===== src/verilog/dcache_pkg.sv =====
package dcache_pkg;

    // address geometry
    localparam int addr_len    = 16;
    localparam int offset_len  = 3;
    localparam int set_len     = 3;
    localparam int set_count   = 8;
    localparam int way_len     = 2;
    localparam int way_count   = 4;
    localparam int tag_len     = 10;
    localparam int block_bits  = 64;
    localparam int word_len    = 32;

    // memory tag zero means no transaction
    localparam int mem_tag_len = 4;

    localparam int buffer_len  = 2;
    localparam int buffer_size = 4;
    localparam int preg_len    = 6;
    localparam int rob_len     = 5;

    typedef enum logic [1:0] {
        mem_byte,
        mem_half,
        mem_word,
        mem_double
    } mem_size_t;

    typedef enum logic [1:0] {
        bus_none,
        bus_load,
        bus_store
    } bus_command_t;

    typedef struct packed {
        logic [tag_len-1:0]    tag;
        logic [set_len-1:0]    set;
        logic [offset_len-1:0] offset;
    } cache_addr_t;

    typedef struct packed {
        cache_addr_t          addr;
        mem_size_t            size;
        logic                 is_signed;
        logic [preg_len-1:0]  preg;
        logic [rob_len-1:0]   rob;
    } load_request_t;

    typedef struct packed {
        cache_addr_t          addr;
        mem_size_t            size;
        logic [word_len-1:0]  data;
    } store_request_t;

    typedef struct packed {
        logic                   valid;
        logic                   done;
        logic [mem_tag_len-1:0] mem_tag;
        load_request_t          request;
        logic [block_bits-1:0]  block;
    } miss_entry_t;

    typedef struct packed {
        logic                 valid;
        logic [word_len-1:0]  value;
        logic [preg_len-1:0]  preg;
        logic [rob_len-1:0]   rob;
    } load_result_t;

    typedef struct packed {
        bus_command_t          command;
        logic [addr_len-1:0]   addr;
        mem_size_t             size;
        logic [block_bits-1:0] data;
    } mem_request_t;

    typedef struct packed {
        logic                   grant_valid;
        logic [mem_tag_len-1:0] grant_tag;
        logic [mem_tag_len-1:0] return_tag;
        logic [block_bits-1:0]  return_data;
    } mem_response_t;

endpackage

===== src/verilog/load_result.sv =====
`timescale 1ns/10ps

module load_result (
    input  logic                              load_valid,
    input  logic                              load_hit,
    input  dcache_pkg::load_request_t         load_request,
    input  logic [dcache_pkg::block_bits-1:0] load_block,
    input  logic                              head_retire,
    input  dcache_pkg::miss_entry_t           head_entry,
    output dcache_pkg::load_result_t          result
);
    import dcache_pkg::*;

    logic                  take_hit;
    load_request_t         source;
    logic [block_bits-1:0] source_block;
    logic [7:0]            sel_byte;
    logic [15:0]           sel_half;
    logic [word_len-1:0]   sel_word;

    assign take_hit     = load_valid && load_hit;
    assign source       = take_hit ? load_request : head_entry.request;
    assign source_block = take_hit ? load_block : head_entry.block;

    assign sel_byte = source_block[{source.addr.offset, 3'b000} +: 8];
    assign sel_half = source_block[{source.addr.offset[2:1], 4'b0000} +: 16];
    assign sel_word = source_block[{source.addr.offset[2], 5'b00000} +: 32];

    always_comb begin
        result = '0;
        if (take_hit || head_retire) begin
            result.valid = 1'b1;
            result.preg  = source.preg;
            result.rob   = source.rob;
            case (source.size)
                mem_byte: result.value = {{24{source.is_signed & sel_byte[7]}}, sel_byte};
                mem_half: result.value = {{16{source.is_signed & sel_half[15]}}, sel_half};
                default:  result.value = sel_word;
            endcase
        end
    end

endmodule


===== config.mk =====
export PLATFORM = sky130hd
export DESIGN_NAME = load_result
export DESIGN_NICKNAME = d
export VERILOG_FILES = /design/src/verilog/dcache_pkg.sv /design/src/verilog/load_result.sv
export SDC_FILE = /design/constraint.sdc
export NUM_CORES = 1
export LEC_CHECK = 0
export ABC_AREA = 1
export BUFFER_PORTS_ARGS = -buffer_cell sky130_fd_sc_hd__clkbuf_2
export CAP_MARGIN = 20
export CELL_PAD_IN_SITES_DETAIL_PLACEMENT = 1
export CELL_PAD_IN_SITES_GLOBAL_PLACEMENT = 1
export CORE_MARGIN = 2
export CORE_UTILIZATION = 25
export DETAILED_ROUTE_END_ITERATION = 8
export MAX_ROUTING_LAYER = met4
export PLACE_DENSITY_LB_ADDON = 0.1
export SETUP_SLACK_MARGIN = 0.1
export SLEW_MARGIN = 5
export SYNTH_ARGS = -nofsm -noshare
export SYNTH_HDL_FRONTEND = slang
export SYNTH_SLANG_ARGS = --single-unit

===== constraint.sdc =====
create_clock -name vclk -period 3.2
set_clock_uncertainty 0.2 [all_clocks]
set_input_delay 0.48 -clock vclk [all_inputs]
set_output_delay 0.48 -clock vclk [all_outputs]
set_load 0.05 [all_outputs]

==> impl_metrics.yaml, run 1 <==
synthesis:
  netlist_area_mm2: 0.00286
  synth-seq-area-share_pct: 0
  synthCells: 635
  synth_cell_type_count: 24
  yosysWarnings: 0
  synth_nets: 832
  synth_area_per_cell_um2: 4.50
power:
  power.internal_mw: 0.381
  power_density_mw_per_mm2: 244
  leakage_nw: 2.66
  clkPwrFrac_pct: 0
  switchingPower_mw: 0.674
  combPwrFrac_pct: 100.0
  seqPwrFrac_pct: 0
  swShare_pct: 63.9
  irDropWorstVdd_uv: 90.2
placed_design:
  routabilityCongestion: 0.833
  dpl_cell_area_mm2: 0.00422
  dp_hpwl_mm: 10.8
  port_buffers: 209
finish:
  fin_util_pct: 38.3
  design_area_mm2: 0.00432
  layout_commonest_cell: "nand2_1"
  nClkBuffers: 0
  num-nets-final: 1012
  regArea_um2: 0
  diodes: 0
  area_delta_synth_final_pct: 51.0
  design.seq.count: 0
  layout-drive-gt1-share_pct: 32.1
  layout_common_cells: "316 x nand2_1, 187 x clkbuf_2, 102 x nand3_1"
setup_path:
  worstSetupPathType: "input pin to primary output"
  crit_path_start_kind: "input pin"
  critPathLaunch: "load_valid"
  cp.required_ns: 2.52
  arrival_ns: 2.28
  cp_max_fo: 24
  end_kind: "primary output"
timing:
  max_freq_ghz: 0.338
  tightest_slew_ns: 0.417
  slew_headroom_pct: 71.9
  hold_viol: 0
  finalMaxSlewViolations: 0
  tns_ns: 0
  rsz0062_at_grt: "true"
  setup_violations: 0
  fin_crit_sh_pct: 92.5
  holdWs_ns: 1.16
  period_needed_ns: 2.96
grt:
  grt_pass1_wl_mm: 22.4
  grt-ovfl-total: 0
  grtUsageTotal_pct: 22.0
  grt_pass1_vias: 4591
  grt_start_max_net_pins: 59
  antenna_found_initial: 0
detailed_routing:
  drt_first_pass_iters: 4
  wl_mm: 13.9
  ant_nets: 0
  drc: 0
  wl_met2_mm: 6.67
  wl_per_cell_um: 14.6
  m1WireLength_mm: 6.50
  top_layer_used: "met4"
  vias: 4626
  dr.first_iter.drc_count: 140
  wl_met3_um: 755
  viasPerCell: 4.84
floorplan:
  die_h_um: 111
  die_area_mm2: 0.0123
  start_util_pct: 25.4
  io_pins: 241
  die_w_um: 111
  rows: 39
  core_mm2: 0.0113
worst_hold_path:
  hold_path.class: "input pin to primary output"
  min_to: "result[7]"
  holdPathStages: 4
  hp-start: "load_request[7]"
outcome:
  outcome: "completed"
run:
  cap_violations: 0
clock_network:
  postCtsSetupRepairBufs: 0
cells in the mapped netlist (all sizes together):
cell	n	share of area [%]
a21oi	39	8.9
nand3	102	18
buf	43	10
nor2	31	4.2
o22ai	1	0.22
nand2	326	44
clkbuf	5	0.66
nand4	2	0.44
mux2i	1	0.35
inv	47	6.2
nor3	1	0.17
o21ai	36	6.6
or2	1	0.22
worst max path at each step:
stage | to | slack (ns) | cells after the start
after floorplan | result[27] | 0.22 | 13
after global routing | result[32] | 0.09 | 11
final | result[29] | 0.24 | 11
after CTS | result[21] | 0.13 | 12
after global placement | result[21] | 0.19 | 12
after detailed placement | result[27] | 0.14 | 12
power by group through the flow:
stage | clock network (mW) | registers, mW | logic, mW
after floorplan | 0 | 0 | 0.654
after global placement | 0 | 0 | 1.02
after detailed placement | 0 | 0 | 1.04
after CTS | 0 | 0 | 1.04
after global routing | 0 | 0 | 1.15
final | 0 | 0 | 1.06
area by class of cell:
class	instances	area, um2
Fill cell	1704	6960
Multi-Input combinational cell	540	2400
Timing Repair Buffer	226	1560
Tap cell	143	179
Inverter	47	176
what timing repair did:
action | CTS | global route
resized for setup | 0 | 13
setup endpoints to repair | 0 | 28
hold endpoints to repair | 0 | 0
hold buffers | 0 | 0
routing by layer:
metal	GRT usage (%)	vias up
li1	-	2359
met1	28.4	2130
met2	39.5	135
met3	2.02	2
met4	0.583	0
met5	-	-
critical path, cell delays in order:
cell      delay (ns)
clkbuf_2        0.15
buf_4           0.22
nand3_1         0.11
nand2_2         0.14
inv_2           0.12
nand3_1         0.14
nand3_1         0.11
nand2_2         0.13
nand2_8         0.18
a21oi_1         0.29
buf_12          0.18
cell families after synthesis:
group / Yosys count / synth area share, %
multiplexers: 1 / 0.350
buffers and inverters: 95 / 16.9
AND/OR/NAND/NOR: 463 / 67.1
AO/OA/AOI/OAI: 76 / 15.7
stage by stage:
stage	cells	power, mW	setup WS (ns)
after floorplan	635	0.654	0.217
after global placement	954	1.02	0.187
after detailed placement	954	1.04	0.137
after CTS	954	1.04	0.127
after global routing	956	1.15	0.0858
final	956	1.06	0.241
No activity file was read; power rests on OpenSTA's default activity.
==> run 2, diff against run 1 <==
--- a/config.mk
+++ b/config.mk
@@ -8,13 +8,11 @@
 export ABC_AREA = 1
 export BUFFER_PORTS_ARGS = -buffer_cell sky130_fd_sc_hd__clkbuf_2
 export CAP_MARGIN = 20
-export CELL_PAD_IN_SITES_DETAIL_PLACEMENT = 1
-export CELL_PAD_IN_SITES_GLOBAL_PLACEMENT = 1
-export CORE_MARGIN = 2
-export CORE_UTILIZATION = 25
+export CORE_AREA = 2 2 94 96
 export DETAILED_ROUTE_END_ITERATION = 8
+export DIE_AREA = 0 0 96 98
 export MAX_ROUTING_LAYER = met4
-export PLACE_DENSITY_LB_ADDON = 0.1
+export PLACE_DENSITY = 0.73
 export SETUP_SLACK_MARGIN = 0.1
 export SLEW_MARGIN = 5
 export SYNTH_ARGS = -nofsm -noshare
==> run 2 against run 1 <==
Effect of this change:
- via count decreased by 1.6%
- hold slack got worse by 0.0056 ns
- worst setup slack improved by 0.047 ns
- highest routed layer unchanged
- utilization increased by 11 points
- largest power group unchanged
==> impl_metrics.yaml, run 2 (same netlist as run 1, synthesis figures left out) <==
timing:
  holdWs_ns: 1.16
  slew_headroom_pct: 66.2
  hold_viol: 0
  tightest_slew_ns: 0.502
  tns_ns: 0
  fin_crit_sh_pct: 91.0
  finalMaxSlewViolations: 0
  max_freq_ghz: 0.343
  rsz0062_at_grt: "false"
  setup_violations: 0
  setup_ws_ns: 0.288
  period_needed_ns: 2.91
run:
  cap_violations: 0
finish:
  regArea_um2: 0
  layout_commonest_cell: "nand2_1"
  fill_cells: 941
  multi_input_area_mm2: 0.00240
  area_delta_synth_final_pct: 45.8
  nClkBuffers: 0
  layout-drive-gt1-share_pct: 32.4
  diodes: 0
  layout_common_cells: "316 x nand2_1, 188 x clkbuf_2, 102 x nand3_1"
  design.seq.count: 0
  num-nets-final: 1011
placed_design:
  routabilityCongestion: 0.894
  port_buffers: 209
  dp_hpwl_mm: 8.68
  place_worst_setup_slack_ns: 0.203
grt:
  grt_start_max_net_pins: 60
  antenna_found_initial: 0
  grt-ovfl-total: 0
  grt_util_met3_pct: 1.47
  grt_pass1_vias: 3834
  grt_pass1_wl_mm: 17.2
  grtUsageTotal_pct: 22.6
  met1_usage_pct: 28.0
  busiest_layer: "met2"
  grt_use_met2_pct: 40.7
detailed_routing:
  viasPerCell: 4.95
  ant_nets: 0
  dr.first_iter.drc_count: 306
  wl_mm: 11.1
  drc: 0
  wl_per_cell_um: 12.0
  drt_first_pass_iters: 5
  vias: 4551
clock_network:
  cts_hold_buf: 0
  postCtsSetupRepairBufs: 0
setup_path:
  worstSetupPathType: "input pin to primary output"
  cp_max_fo: 59
  cp.required_ns: 2.52
  arrival_ns: 2.23
  crit_path_start_kind: "input pin"
  end_kind: "primary output"
floorplan:
  die_w_um: 96
  rows: 34
  start_util_pct: 33.8
  core_mm2: 0.00847
  io_pins: 241
  die_h_um: 98
  die_area_mm2: 0.00941
worst_hold_path:
  hold_path.class: "input pin to primary output"
power:
  irDropWorstVdd_uv: 119
  power_density_mw_per_mm2: 240
  leakage_nw: 2.62
outcome:
  outcome: "completed"
[run 2: cell count changes in the layout (fill, tap and decap cells not counted), moves of 2 or more]
cell       previous run  this run
a21oi_1              22        19
a21oi_2              17        20
buf_12               22        19
buf_4                 9        12
clkbuf_16             2         0
[run 2: final timing paths]
check / start / endpoint / slack (ns) / depth (start not counted)
worst max-delay path: load_valid / result[28] / 0.29 / 12
worst min-delay path: load_request[5] / result[5] / 1.16 / 4
[run 2: area by class of cell]
| class | count | area share [%] |
|---|---|---|
| Timing Repair Buffer | 225 | 34.8 |
| Tap cell | 108 | 3.24 |
| Multi-Input combinational cell | 540 | 57.7 |
| Inverter | 47 | 4.24 |
[run 2: layer usage]
layer | routed length [um] | share of wire (%)
met1 | 4500 | 41
met2 | 5280 | 48
met3 | 1070 | 9.7
met4 | 211 | 1.9
met5 | 0 | 0
[run 2: what timing repair did]
item,4_1_cts,5_1_grt
endpoints found under the hold margin,0,0
resized for setup,0,16
endpoints found under the setup margin,0,18
[run 2: critical path: stages]
cell and delay (ns):
clkbuf_2 0.11, nand2_4 0.17, buf_12 0.25, nand2_1 0.09
nand2_1 0.09, nand2_1 0.06, nand3_1 0.11, nand3_1 0.09
nand2_2 0.14, nand2_8 0.19, a21oi_2 0.16, clkbuf_2 0.29
[run 2: stage by stage]
stage / cells / util (%) / area (um2) / power [mW]
after floorplan: 635 / - / 2860 / 0.654
after global placement: 920 / 48.8 / 4130 / 0.980
after detailed placement: 920 / 48.8 / 4130 / 0.986
after CTS: 920 / 48.8 / 4130 / 0.988
after global routing: 920 / 49.2 / 4170 / 1.09
final: 920 / 49.2 / 4170 / 0.998
[run 2: where the power goes]
group | switching, mW | internal (mW)
Sequential | 0 | 0
Combinational | 0.640 | 0.358
Clock | 0 | 0
==> run 3, diff against run 2 <==
--- a/config.mk
+++ b/config.mk
@@ -11,6 +11,7 @@
 export CORE_AREA = 2 2 94 96
 export DETAILED_ROUTE_END_ITERATION = 8
 export DIE_AREA = 0 0 96 98
+export GPL_ROUTABILITY_DRIVEN = 0
 export MAX_ROUTING_LAYER = met4
 export PLACE_DENSITY = 0.73
 export SETUP_SLACK_MARGIN = 0.1
==> constraint.sdc (replaced) <==
create_clock -name vclk -period 3.2
set_clock_uncertainty 0.2 [all_clocks]
set_input_delay 0.16 -clock vclk [all_inputs]
set_output_delay 0.16 -clock vclk [all_outputs]
set_load 0.05 [all_outputs]
==> run 3 against run 2 <==
Effect of this change:
- via count is 2.4% lower
- final cell count down 0.33%
- power down 1.8%
- combinational power down 2%
- hold slack worse by 0.64 ns
- utilization is 0.90 points lower
- sequential share of layout area unchanged
- worst setup slack improved by 0.049 ns
- flip-flop and latch count unchanged
- global-route usage up 0.16 points
- highest routed layer unchanged
==> impl_metrics.yaml, run 3 (same netlist as run 1, synthesis figures left out) <==
finish:
  design.seq.count: 0
  regArea_um2: 0
  layout_common_cells: "317 x nand2_1, 194 x clkbuf_2, 102 x nand3_1"
  num-nets-final: 1008
  layout_commonest_cell: "nand2_1"
  layout-drive-gt1-share_pct: 31.8
  nClkBuffers: 0
  area_delta_synth_final_pct: 43.1
  design_area_mm2: 0.00409
  diodes: 0
grt:
  grt_start_max_net_pins: 60
  grt_pass1_vias: 3777
  grtUsageTotal_pct: 22.7
  grt_pass1_wl_mm: 17.4
  grt-ovfl-total: 0
  antenna_found_initial: 0
timing:
  slew_headroom_pct: 64.8
  tightest_slew_ns: 0.522
  max_freq_ghz: 0.349
  rsz0062_at_grt: "false"
  hold_viol: 0
  tns_ns: 0
  setup_ws_ns: 0.337
  fin_crit_sh_pct: 89.5
  finalMaxSlewViolations: 0
  period_needed_ns: 2.86
  setup_violations: 0
floorplan:
  start_util_pct: 33.8
  io_pins: 241
  die_w_um: 96
  core_mm2: 0.00847
  die_h_um: 98
  rows: 34
  die_area_mm2: 0.00941
detailed_routing:
  viasPerCell: 4.84
  drc: 0
  dr.first_iter.drc_count: 205
  ant_nets: 0
  drt_first_pass_iters: 8
  wl_mm: 11.1
  wl_per_cell_um: 12.1
  vias: 4441
setup_path:
  arrival_ns: 2.50
  crit_path_start_kind: "input pin"
  cp_max_fo: 17
  cp.required_ns: 2.84
  end_kind: "primary output"
  worstSetupPathType: "input pin to primary output"
placed_design:
  dp_hpwl_mm: 8.71
  port_buffers: 209
  dpl_cell_area_mm2: 0.00405
  place_worst_setup_slack_ns: 0.191
power:
  leakage_nw: 2.59
  power_density_mw_per_mm2: 240
  irDropWorstVdd_uv: 120
clock_network:
  cts_hold_buf: 0
  postCtsSetupRepairBufs: 0
worst_hold_path:
  hold_path.class: "input pin to primary output"
run:
  cap_violations: 0
outcome:
  outcome: "completed"
-- run 3: cell count changes in the layout (fill, tap and decap cells not counted), sizes merged --
cell,delta
buf,-7
clkbuf,+3
clkinvlp,+1
inv,-1
nand2,+1
-- run 3: per-stage QoR --
| stage | hold slack [ns] | total power, mW | instances | util [%] |
|---|---|---|---|---|
| floorplan | 0.446 | 0.654 | 635 | - |
| global placement | 0.513 | 0.964 | 916 | 47.8 |
| detailed placement | 0.516 | 0.969 | 916 | 47.8 |
| CTS | 0.516 | 0.972 | 916 | 47.8 |
| global route | 0.540 | 1.07 | 917 | 48.3 |
| finish | 0.514 | 0.980 | 917 | 48.3 |
-- run 3: layout make-up --
type	instances	area (um2)
fill	985	4380
inverter	47	185
tap	108	135
multi-input combinational	541	2410
timing repair buffer	221	1360
-- run 3: timing repair --
action | in CTS | in global routing
endpoints found under the hold margin | 0 | 0
gates resized for setup | 0 | 9
setup endpoints to repair | 0 | 24
-- run 3: path summary, 6_finish.rpt --
kind                             from  cells after the start         end
worst max-delay path       load_valid                     11  result[31]
worst min-delay path  load_request[5]                      4   result[5]
-- run 3: critical path, cell delays in order --
cell        delay (ns)
clkbuf_2          0.26
nand2_8           0.22
clkinvlp_4        0.22
nand2_1           0.12
nand2_2           0.22
inv_6             0.23
nand2_1           0.12
nor2_2            0.25
nand2_4           0.19
a21oi_1           0.18
clkbuf_2          0.30
-- run 3: where the power goes --
part / leakage [nW] / total, mW / internal, mW / switching, mW
logic: 2.59 / 0.980 / 0.341 / 0.639
registers: 0 / 0 / 0 / 0
clock network: 0 / 0 / 0 / 0
total: 2.59 / 0.980 / 0.341 / 0.639
-- run 3: per-layer routing --
metal	share of wire [%]	wire, um	vias up	GRT usage, %
met5	0	0	-	-
li1	-	-	2351	-
met1	43	4780	1863	29.7
met4	1.8	195	0	3.19
met2	47	5180	207	39.3
met3	8.6	962	20	1.00
