$ cat src/verilog/dcache_pkg.sv
package dcache_pkg;

    // address geometry
    localparam int addr_len    = 16;
    localparam int offset_len  = 3;
    localparam int set_len     = 3;
    localparam int set_count   = 8;
    localparam int way_len     = 2;
    localparam int way_count   = 4;
    localparam int tag_len     = 10;
    localparam int block_bits  = 64;
    localparam int word_len    = 32;

    // memory tag zero means no transaction
    localparam int mem_tag_len = 4;

    localparam int buffer_len  = 2;
    localparam int buffer_size = 4;
    localparam int preg_len    = 6;
    localparam int rob_len     = 5;

    typedef enum logic [1:0] {
        mem_byte,
        mem_half,
        mem_word,
        mem_double
    } mem_size_t;

    typedef enum logic [1:0] {
        bus_none,
        bus_load,
        bus_store
    } bus_command_t;

    typedef struct packed {
        logic [tag_len-1:0]    tag;
        logic [set_len-1:0]    set;
        logic [offset_len-1:0] offset;
    } cache_addr_t;

    typedef struct packed {
        cache_addr_t          addr;
        mem_size_t            size;
        logic                 is_signed;
        logic [preg_len-1:0]  preg;
        logic [rob_len-1:0]   rob;
    } load_request_t;

    typedef struct packed {
        cache_addr_t          addr;
        mem_size_t            size;
        logic [word_len-1:0]  data;
    } store_request_t;

    typedef struct packed {
        logic                   valid;
        logic                   done;
        logic [mem_tag_len-1:0] mem_tag;
        load_request_t          request;
        logic [block_bits-1:0]  block;
    } miss_entry_t;

    typedef struct packed {
        logic                 valid;
        logic [word_len-1:0]  value;
        logic [preg_len-1:0]  preg;
        logic [rob_len-1:0]   rob;
    } load_result_t;

    typedef struct packed {
        bus_command_t          command;
        logic [addr_len-1:0]   addr;
        mem_size_t             size;
        logic [block_bits-1:0] data;
    } mem_request_t;

    typedef struct packed {
        logic                   grant_valid;
        logic [mem_tag_len-1:0] grant_tag;
        logic [mem_tag_len-1:0] return_tag;
        logic [block_bits-1:0]  return_data;
    } mem_response_t;

endpackage
$ cat src/verilog/tree_plru.sv
`timescale 1ns/10ps

module tree_plru (
    input  logic                             clock,
    input  logic                             reset,
    input  logic [dcache_pkg::set_len-1:0]   lookup_set,
    input  logic [dcache_pkg::way_count-1:0] set_valid,
    input  logic                             load_update,
    input  logic [dcache_pkg::set_len-1:0]   load_set,
    input  logic [dcache_pkg::way_len-1:0]   load_way,
    input  logic                             store_update,
    input  logic [dcache_pkg::set_len-1:0]   store_set,
    input  logic [dcache_pkg::way_len-1:0]   store_way,
    output logic [dcache_pkg::way_len-1:0]   fill_way
);
    import dcache_pkg::*;

    // bit 0 picks the half, bit 1 the left pair, bit 2 the right pair
    logic [set_count-1:0][2:0] plru_bits;
    logic [2:0]                lookup_bits;
    logic [way_len-1:0]        victim_way;

    function automatic logic [2:0] touch(input logic [2:0] bits, input logic [way_len-1:0] way);
        logic [2:0] next;
        next = bits;
        case (way)
            2'd0:    next = {bits[2], 2'b11};
            2'd1:    next = {bits[2], 2'b01};
            2'd2:    next = {1'b1, bits[1], 1'b0};
            default: next = {1'b0, bits[1], 1'b0};
        endcase
        return next;
    endfunction

    assign lookup_bits = plru_bits[lookup_set];
    assign victim_way  = lookup_bits[0] ? {1'b1, lookup_bits[2]} : {1'b0, lookup_bits[1]};

    // lowest invalid way first
    always_comb begin
        fill_way = victim_way;
        for (int w = way_count - 1; w >= 0; w--) begin
            if (!set_valid[w]) begin
                fill_way = way_len'(w);
            end
        end
    end

    always_ff @(posedge clock) begin
        if (reset) begin
            plru_bits <= '0;
        end else if (load_update) begin
            plru_bits[load_set] <= touch(plru_bits[load_set], load_way);
        end else if (store_update) begin
            plru_bits[store_set] <= touch(plru_bits[store_set], store_way);
        end
    end

endmodule

$ cat config.mk
export PLATFORM = sky130hd
export DESIGN_NAME = tree_plru
export DESIGN_NICKNAME = d
export VERILOG_FILES = /design/src/verilog/dcache_pkg.sv /design/src/verilog/tree_plru.sv
export SDC_FILE = /design/constraint.sdc
export NUM_CORES = 1
export LEC_CHECK = 0
export BUFFER_PORTS_ARGS = -buffer_cell sky130_fd_sc_hd__buf_2
export CORE_ASPECT_RATIO = 0.75
export CORE_MARGIN = 2
export CORE_UTILIZATION = 37
export DETAILED_ROUTE_END_ITERATION = 7
export PLACE_DENSITY = 0.67
export SYNTH_ARGS = -nofsm -noshare
export SYNTH_HDL_FRONTEND = slang
export SYNTH_SLANG_ARGS = --single-unit
$ cat constraint.sdc
create_clock -name clock -period 1.7 [get_ports clock]
set_input_delay 0.085 -clock clock [delete_from_list [all_inputs] [get_ports clock]]
set_output_delay 0.085 -clock clock [all_outputs]
set_load 0.01 [all_outputs]
==> run summary, run 1 <==
outcome = complete, but fails checks
failing checks = setup timing
Setup crit end kind = primary output
minimum hold slack = 0.258 ns
synthesis-stage register bit count = 24
worst setup path endpoint = fill_way[0]
initial core utilization = 0.384
reg2reg path depth = 5
Setup Viol. Count Final = 1
Cells after Synth = 243
hold-fix buffer count after cts = 0
Final ANT Viol Nets = 0
Sw Ratio = 0.309
post-synthesis sequential area ratio = 0.257
Worst-path clk slew = 0.09 ns
gpl congestion = 0.943
1st-iter DRT viols = 311
Reg with most FFs = plru_bits
Synthesis Warnings = 0
total CTS buffers = 3
PD cells = 584 nW/um^2
mapped cell area = 1870 sq um
Final nets = 299
DRT Pass-1 Iters = 6
critical path data required time = 1.62 ns
num rows = 22
f_max = 0.544 GHz
part of the power in combinational logic = 0.250
reg2reg start = plru_bits[5]
sequential cell fraction of total power = 0.448
Worst Setup Start Kind = register
Worst-Skew Late Latency = 0.27 ns
Area growth, synth to finish = 22.3%
critical path type = register to primary output
Max FO, Critical Path = 4
first-pass GRT wire length = 10400 microns
top cells by area, synth = dfxtp_1, mux4_2, a21oi_1
Yosys top cell by area = dfxtp_1
fraction of layout cells with a size suffix above 1 = 0.278
Worst Hold Class = input port to register
Clk pwr share = 0.303
Final Hold Viols = 0
Rel. slew slack = 0.669
Final min period = 1.84 ns
syn avg cell area = 7.69 sq um
leakage power = 0.000876 uW
RSZ-0062 raised after global routing = yes
Max Clock Skew = 0.00217 ns
CTS H-tree depth = 1
drt wl/cell = 20.0 microns
die width = 86.1 microns
max_cap viols = 0
Internal = 922 uW
most frequent cells in the layout = nor2_1, a21oi_1, buf_2, nand2_1, buf_4
n_diodes = 0
library cells used by synthesis = 41
drt total wl = 6760 microns
vias in the first global route = 1890
CP arrival = 1.75 ns
top_reg_cell synth = dfxtp_1
vias = 2160
Max IR drop VDD = 0.000297 V
final design utilization = 0.469
leading registers by flop count = plru_bits: 24 flops
fill cell count = 494
initial antenna violation count = 0
Total GRT Usage = 0.240
Least-Margin Pin Slew = 0.497 ns
post-synthesis async set-or-reset flop share = 0
Net Sw Power = 412 uW
area share of the largest cell type after synthesis = 0.257
Vias/cell = 6.41
max reg flops = 24
Net Count, Synth = 264
Tcrit/Tclk final = 1.08
Worst R2R Setup Slack = 0.02 ns
port bufs = 22
PnR worst setup slack = -0.139 ns
setup TNS = -0.139 ns
DR DRC count = 0
HPWL Detailed = 5000 microns
Max clock buf depth = 2
Pwr Total = 1330 uW
largest net degree at the start of global routing = 25
die height = 65.6 microns
CTS Sinks = 24
gr ovfl total = 0
core area = 4870 sq um
most common library cell in the layout ignoring fill and taps = nor2_1
Final Max Tran Viols = 0
clock root buffer = clkbuf_8
Setup crit start = plru_bits[1]
CTS tree = done
die area = 5640 sq um
RR Endpoint = plru_bits[14]
Ports = 23
Post-synth EDFFs = 0
[metrics by stage]
step	setup slack, ns	std cells	area [sq um]
after detailed placement	0.00751	329	2130
after floorplan	0.0821	243	1870
after CTS	-0.150	336	2220
after global placement	-0.0327	329	2130
after global routing	-0.184	337	2290
final	-0.139	337	2290
[timing repair]
item | in CTS | in global routing
gates resized for setup | 8 | 13
setup buffers | 3 | 1
endpoints found under the setup margin | 2 | 16
pin swaps | 4 | 9
gates cloned | 0 | 0
[per-layer routing]
layer / global-route usage / share of wire / up-vias
met4: 0.0298 / 0.0019 / 0
li1: - / - / 985
met5: 0 / 0 / -
met3: 0.0716 / 0.13 / 2
met2: 0.328 / 0.41 / 153
met1: 0.372 / 0.46 / 1020
[cells in the mapped netlist (2+ instances only)]
master,n
a22oi_1,8
nand4_1,2
nor3_1,3
o211ai_1,3
inv_1,4
dfxtp_1,24
nand2_1,21
nor2_1,26
nand2b_1,2
mux2i_1,8
and3_1,2
mux4_2,7
nor2b_1,10
a32oi_1,5
a21o_1,3
o21ai_0,7
a21oi_1,24
clkbuf_1,10
buf_2,4
and2_1,9
mux2_2,3
a31oi_1,9
nand3_1,22
a211oi_1,2
o31ai_1,4
o22ai_1,6
[worst min path at each step]
stage / from / endpoint / slack [ns] / depth (start not counted)
6_report: reset / plru_bits[21] / 0.26 / 2
5_1_grt: store_way[0] / plru_bits[22] / 0.29 / 4
2_1_floorplan: reset / plru_bits[22] / 0.16 / 1
3_5_place_dp: set_valid[3] / fill_way[1] / 0.44 / 3
3_3_place_gp: set_valid[3] / fill_way[0] / 0.44 / 3
4_1_cts: reset / plru_bits[9] / 0.24 / 2
[worst max-delay path, stage by stage (launching register included)]
cell and delay, ns:
dfxtp_2 0.35, mux4_2 0.50, mux2_2 0.29, o21ai_2 0.11, a31oi_1 0.08, buf_2 0.14
[power groups by stage]
stage / sequential (uW) / combinational, uW / clock (uW)
global route: 599 / 357 / 437
detailed placement: 611 / 301 / 0
finish: 597 / 333 / 404
global placement: 611 / 302 / 0
floorplan: 604 / 188 / 0
CTS: 596 / 309 / 410
[logic make-up after synthesis]
group / Yosys count / synth area share
AOI/OAI and AO/OA: 78 / 0.270
buffers and inverters: 19 / 0.0448
DFF: 24 / 0.257
muxes: 19 / 0.153
and+or+nand+nor: 103 / 0.274
[final cells by class]
cell class	instances	area (sq um)	share of cell area
clock buffer	4	55.1	0.0241
inverter	4	15.0	0.00657
multi-input combinational	200	1360	0.595
tap	60	75.1	0.0328
timing repair buffer	45	290	0.127
sequential	24	490	0.215
(Power assumes the default switching activity.)
==> run 2, diff against run 1 <==
--- a/config.mk
+++ b/config.mk
@@ -5,6 +5,7 @@
 export SDC_FILE = /design/constraint.sdc
 export NUM_CORES = 1
 export LEC_CHECK = 0
+export ABC_AREA = 1
 export BUFFER_PORTS_ARGS = -buffer_cell sky130_fd_sc_hd__buf_2
 export CORE_ASPECT_RATIO = 0.75
 export CORE_MARGIN = 2
==> run 2 against run 1 <==
  * The flow now finishes without violations
  * Final area up 5.0%
  * Worst setup slack gained 0.27 ns
  * Critical path type unchanged
  * Die area up 11%
  * Clock-buffer cell count down 1
  * Total power increased by 11%
  * Synthesized area rose by 11%
  * Final cell count up 41%
  * Clock power grew 31%
  * Global-route usage shrank 0.74 points
  * Largest cell class unchanged
==> run summary, run 2 <==
Setup Viol. Count Final = 0 (-1)
RR Endpoint = plru_bits[22]
fraction of layout cells with a size suffix above 1 = 0.228 (-0.0499)
CP max-delay cell = dfxtp_2
critical path data required time = 1.62 ns (about the same)
hold depth = 3 (+1)
library cells used by synthesis = 28 (-32%)
Max clock buf depth = 2 (unchanged)
most frequent cells in the layout = nand2_1, nand3_1, inv_1, nor2_1, buf_2
CTS H-tree depth = 1 (unchanged)
Cells after Synth = 375 (+54%)
Post-synth EDFFs = 0 (unchanged)
Final Max Tran Viols = 0 (unchanged)
core area = 5380 sq um (+10%)
initial core utilization = 0.386 (+0.00275)
DR DRC count = 0 (unchanged)
Final ANT Viol Nets = 0 (unchanged)
PD cells = 617 nW/um^2 (+5.8%)
leakage power = 0.00123 uW (+40%)
initial antenna violation count = 0 (unchanged)
Post-Place Cells = 468 (+42%)
Setup crit end kind = primary output
f_max = 0.636 GHz (+17%)
met1 usage = 0.319 (-0.0527)
fill cell count = 593 (+20%)
max reg flops = 24 (unchanged)
outcome = complete, no violations
clock root buffer = clkbuf_8
CTS Sinks = 24 (unchanged)
Final min period = 1.57 ns (-0.267 ns)
minimum hold slack = 0.148 ns (-0.110 ns)
Reg with most FFs = plru_bits
count leader, synth = nand2_1
placed cell area = 2260 sq um (+6.4%)
1st-iter DRT viols = 301 (-3.2%)
Max IR drop VDD = 0.000286 V (-3.5%)
drt total wl = 7040 microns (+4.2%)
total CTS buffers = 3 (unchanged)
top_reg_cell synth = dfxtp_1
Ports = 23 (unchanged)
CP arrival = 1.49 ns (-0.26 ns)
Tcrit/Tclk final = 0.925 (-0.157)
top cells by area, synth = dfxtp_1, nand2_1, nand3_1
Worst Setup Start Kind = register
hold_sp = reset
CTS tree = done
critical path type = register to primary output
Least-Margin Pin Slew = 0.561 ns (+0.0642 ns)
post-synthesis async set-or-reset flop share = 0 (unchanged)
first-pass GRT wire length = 11400 microns (+9.7%)
DRT Pass-1 Iters = 5 (-1)
gpl congestion = 1.01 (+7.3%)
max incr delay on CP = 0.40 ns (-0.10 ns)
Yosys top cell by area = dfxtp_1
largest net degree at the start of global routing = 18 (-28%)
Worst-path clk slew = 0.10 ns (about the same)
most common library cell in the layout ignoring fill and taps = nand2_1
Max Clock Skew = 0.00585 ns (+0.00367 ns)
drt wl/cell = 14.8 microns (-26%)
layer with the highest usage = met2
fin area = 2400 sq um (+5.0%)
synth cell count leaders = nand2_1, nand3_1, inv_1
vias = 2505 (+16%)
num rows = 23 (+4.5%)
Non-Filler Instances = 474 (+41%)
syn avg cell area = 5.55 sq um (-28%)
Final nets = 421 (+41%)
Hold Path Sink = plru_bits[18]
M2 GR Usage = 0.386 (+0.0587)
max_cap viols = 0 (unchanged)
Net Count, Synth = 396 (+50%)
Top cell by count, worst path = nand2_1
Total GRT Usage = 0.232 (-0.00740)
Max FO, Critical Path = 4 (unchanged)
post-synthesis sequential area ratio = 0.231 (-0.0260)
reg2reg start = plru_bits[13]
HPWL Detailed = 5380 microns (+7.5%)
Rel. slew slack = 0.626 (-0.0432)
GRT met3 Usage = 0.0446 (-0.0270)
leading registers by flop count = plru_bits: 24 flops
vias in the first global route = 2326 (+23%)
gr ovfl total = 0 (unchanged)
synthesis-stage register bit count = 24 (unchanged)
Pwr Total = 1480 uW (+11%)
CP cell instances = inv_1 -> nand2_1 -> nand3_1 -> nand2_1 -> nand2_1 -> nand2_1 -> nand2_1 -> nand3_2 -> nand2_1 -> a21oi_1 -> buf_2
Area growth, synth to finish = 15.5%
Final Hold Viols = 0 (unchanged)
n_diodes = 0 (unchanged)
port bufs = 22 (unchanged)
mapped cell area = 2080 sq um (+11%)
worst slack, placed = 0.339 ns (+0.331 ns)
reg2reg path depth = 9 (+4)
Worst-Skew Late Latency = 0.28 ns (about the same)
Synthesis Warnings = 0 (unchanged)
hold-fix buffer count after cts = 0 (unchanged)
PnR worst setup slack = 0.128 ns (+0.267 ns)
Worst R2R Setup Slack = 0.29 ns (+0.27 ns)
Worst Hold Class = input port to register
area share of the largest cell type after synthesis = 0.231 (-0.0260)
Vias/cell = 5.28 (-18%)
die area = 6240 sq um (+11%)
die width = 90.6 microns (+5.2%)
die height = 68.9 microns (+5.1%)
## run 2: final cells by class
class,instances,area [sq um],area share
Sequential cell,24,510,0.213
Clock inverter,1,30.0,0.0125
Clock buffer,3,41.3,0.0172
Tap cell,75,93.8,0.0391
Timing Repair Buffer,25,133,0.0552
Inverter,68,260,0.108
Multi-Input combinational cell,278,1330,0.555
## run 2: metrics by stage
| stage | setup TNS (ns) | util |
|---|---|---|
| after floorplan | 0 | - |
| after global placement | 0 | 0.421 |
| after detailed placement | 0 | 0.421 |
| after CTS | 0 | 0.434 |
| after global routing | -0.0165 | 0.446 |
| final | 0 | 0.446 |
## run 2: worst max-delay path by stage
stage | start | endpoint | depth (start not counted)
detailed placement | load_set[2] | plru_bits[1] | 11
finish | plru_bits[19] | fill_way[0] | 11
global route | plru_bits[13] | fill_way[0] | 11
global placement | plru_bits[17] | plru_bits[20] | 10
CTS | plru_bits[1] | fill_way[0] | 11
floorplan | plru_bits[23] | plru_bits[11] | 10
## run 2: metal layers
metal / vias to the layer above / routed length (microns)
met2: 132 / 3080
met3: 10 / 651
li1: 1238 / -
met4: 0 / 78
met5: - / 0
met1: 1125 / 3230
## run 2: cell families after synthesis
family,Yosys count,share of synthesized area
flip-flops,24,0.231
buffers and inverters,73,0.138
AND/OR/NAND/NOR,245,0.529
AO/OA/AOI/OAI,33,0.102
## run 2: where the power goes
group | total (uW) | internal, uW | switching, uW
Clock | 529 | 316 | 213
Sequential | 596 | 580 | 16.8
Combinational | 357 | 107 | 249
## run 2: worst max-delay path, delay by kind of cell (launching register included)
kind,cells,cell delay [ns]
buffers and inverters,2,0.19
DFF,1,0.40
AOI/OAI and AO/OA,1,0.12
and+or+nand+nor,8,0.50
## run 2: what timing repair did
action | 4_1_cts | 5_1_grt
gates resized for setup | 0 | 27
setup endpoints to repair | 0 | 1
endpoints found under the hold margin | 0 | 0
buffers inserted | 0 | 2
==> run 3, diff against run 2 <==
--- a/config.mk
+++ b/config.mk
@@ -6,12 +6,15 @@
 export NUM_CORES = 1
 export LEC_CHECK = 0
 export ABC_AREA = 1
+export ABC_CLOCK_PERIOD_IN_PS = 1700
 export BUFFER_PORTS_ARGS = -buffer_cell sky130_fd_sc_hd__buf_2
+export CELL_PAD_IN_SITES_DETAIL_PLACEMENT = 0
+export CELL_PAD_IN_SITES_GLOBAL_PLACEMENT = 2
 export CORE_ASPECT_RATIO = 0.75
 export CORE_MARGIN = 2
-export CORE_UTILIZATION = 37
+export CORE_UTILIZATION = 27
 export DETAILED_ROUTE_END_ITERATION = 7
-export PLACE_DENSITY = 0.67
+export PLACE_DENSITY = 0.86
 export SYNTH_ARGS = -nofsm -noshare
 export SYNTH_HDL_FRONTEND = slang
 export SYNTH_SLANG_ARGS = --single-unit
==> run 3 against run 2 <==
  * Sequential power is essentially flat
  * Non-clock buffer count rose by 1
  * Register-to-register slack barely moved
  * Sequential share of layout area fell by 0.46 points
  * Via count decreased by 1.2%
  * Hold slack got worse by 0.0092 ns
  * Clock-buffer cell count unchanged
  * Clock power hardly changed
  * Critical path type unchanged
  * Largest power group unchanged
==> run summary, run 3 (same netlist as run 2, synthesis figures left out) <==
n_diodes = 0 (unchanged)
Worst-path clk slew = 0.10 ns (about the same)
Reg with most FFs = plru_bits
Area growth, synth to finish = 16.0%
CP arrival = 1.47 ns (-0.02 ns)
port bufs = 22 (unchanged)
Worst-Skew Late Latency = 0.28 ns (about the same)
part of the power in combinational logic = 0.240 (about the same)
Worst Hold Class = input port to register
Setup crit start = plru_bits[15]
1st-iter DRT viols = 257 (-15%)
CP delay by family, top = simple AND/OR/NAND/NOR gates
area occupied by multi-input gates = 1310 sq um (-1.5%)
Max IR drop VDD = 0.000342 V (+20%)
initial antenna violation count = 0 (unchanged)
Internal = 1010 uW (+0.33%)
max reg flops = 24 (unchanged)
vias in the first global route = 2312 (-0.60%)
gpl congestion = 0.940 (-7.1%)
die width = 105 microns (+16%)
critical path type = register to primary output
CTS Sinks = 24 (unchanged)
critical path data required time = 1.62 ns (about the same)
fin area = 2410 sq um (+0.47%)
first-pass GRT wire length = 12100 microns (+6.4%)
sequential cell fraction of total power = 0.402 (about the same)
vias = 2474 (-1.2%)
drt wl/cell = 14.9 microns (+0.26%)
fill cell count = 851 (+44%)
DR DRC count = 0 (unchanged)
core area = 7400 sq um (+37%)
Final Hold Viols = 0 (unchanged)
Final Max Tran Viols = 0 (unchanged)
gr ovfl total = 0 (unchanged)
num rows = 27 (+17%)
reg2reg start = plru_bits[23]
Buf/Inv on CP = 2 (unchanged)
CTS H-tree depth = 1 (unchanged)
leading registers by flop count = plru_bits: 24 flops
CP max-delay cell = dfxtp_2
Top cell by count, worst path = nand2_1
Levels on crit path = 10 (-1)
DRT Pass-1 Iters = 5 (unchanged)
Net Sw Power = 482 uW (+0.58%)
HPWL Detailed = 5910 microns (+9.8%)
fraction of layout cells with a size suffix above 1 = 0.210 (-0.0181)
Rel. slew slack = 0.601 (-0.0251)
RSZ-0062 raised after global routing = no
Worst R2R Setup Slack = 0.30 ns (about the same)
hold-fix buffer count after cts = 0 (unchanged)
final design utilization = 0.326 (-0.120)
die area = 8430 sq um (+35%)
CTS tree = done
max_cap viols = 0 (unchanged)
max incr delay on CP = 0.34 ns (-0.06 ns)
reg2reg path depth = 10 (+1)
RR Endpoint = plru_bits[11]
Worst Setup Start Kind = register
placed cell area = 2320 sq um (+2.4%)
post-cts sizing count = 0 (unchanged)
Max clock buf depth = 2 (unchanged)
outcome = complete, no violations
clock root buffer = clkbuf_8
Max Clock Skew = 0.00874 ns (+0.00290 ns)
total CTS buffers = 3 (unchanged)
Tcrit/Tclk final = 0.914 (-0.0105)
Max FO, Critical Path = 2 (-2)
hold depth = 2 (-1)
Clk pwr share = 0.358 (about the same)
CP cell instances = inv_1 -> nand2_1 -> nand3_1 -> nand3_1 -> nand2_1 -> nand2_1 -> nand3_1 -> nand2_1 -> a21oi_1 -> buf_2
Post-CTS Repair Setup Buffers = 0 (unchanged)
most frequent cells in the layout = nand2_1, nand3_1, inv_1, nor2_1, buf_2
largest net degree at the start of global routing = 17 (-1)
Total GRT Usage = 0.185 (-0.0468)
Ports = 23 (unchanged)
drt total wl = 7460 microns (+6.0%)
Final nets = 422 (+0.24%)
Setup Viol. Count Final = 0 (unchanged)
Final min period = 1.55 ns (-0.0178 ns)
Setup crit end kind = primary output
register area = 502 sq um (-1.7%)
Final ANT Viol Nets = 0 (unchanged)
most common library cell in the layout ignoring fill and taps = nand2_1
f_max = 0.643 GHz (+1.1%)
PD cells = 617 nW/um^2 (about the same)
Pwr Total = 1490 uW (+0.41%)
Vias/cell = 4.94 (-6.6%)
Sw Ratio = 0.324 (+0.000559)
initial core utilization = 0.281 (-0.105)
setup TNS = 0 ns (unchanged)
die height = 80 microns (+16%)
leakage power = 0.00122 uW (-0.29%)
Least-Margin Pin Slew = 0.598 ns (+0.0377 ns)
worst setup path endpoint = fill_way[0]
-- run 3: cell count changes in the layout (fill, tap and decap cells not counted) --
cell / delta
nand3_1: +4
nand3_2: -4
dfxtp_4: -3
inv_1: +3
inv_2: -3
dfxtp_2: +2
buf_4: +1
dfxtp_1: +1
-- run 3: final cells by class --
type,count,share of cell area
inverters,68,0.108
flip-flops and latches,24,0.208
multi-input cells,278,0.544
repair buffers,26,0.0581
well taps,101,0.0524
clock buffers,3,0.0171
clock inverters,1,0.0124
-- run 3: power by group through the flow --
stage,clock network [uW],registers (uW),logic [uW]
global route,559,601,401
detailed placement,0,611,352
floorplan,0,604,231
CTS,545,598,353
global placement,0,611,354
finish,532,599,357
-- run 3: how the worst min path moves through the flow --
stage	from	end	slack [ns]
global route	reset	plru_bits[3]	0.16
finish	reset	plru_bits[3]	0.14
global placement	set_valid[1]	fill_way[0]	0.43
CTS	reset	plru_bits[3]	0.15
detailed placement	set_valid[1]	fill_way[0]	0.44
floorplan	set_valid[1]	fill_way[0]	0.25
-- run 3: layer usage --
layer / vias to the layer above / global-route usage / part of all wire
met5: - / 0 / 0
met4: 0 / 0.0280 / 0.0099
met3: 11 / 0.0367 / 0.089
met2: 112 / 0.277 / 0.40
met1: 1101 / 0.276 / 0.50
li1: 1250 / - / -
-- run 3: metrics by stage --
step | setup slack, ns | hold WS, ns | instances
final | 0.146 | 0.139 | 501
after CTS | 0.0997 | 0.149 | 501
after global routing | 0.000823 | 0.162 | 501
after global placement | 0.291 | 0.433 | 497
after floorplan | 0.608 | 0.252 | 375
after detailed placement | 0.330 | 0.436 | 497
-- run 3: worst reg2reg max path: stages, from the launching register on --
cell	delay, ns
dfxtp_1	0.31
inv_1	0.13
nand2_1	0.07
nand3_1	0.08
o21ai_0	0.08
nor2_1	0.13
nand2_2	0.18
nand3_1	0.12
nand3_1	0.09
nand2_1	0.07
inv_1	0.04
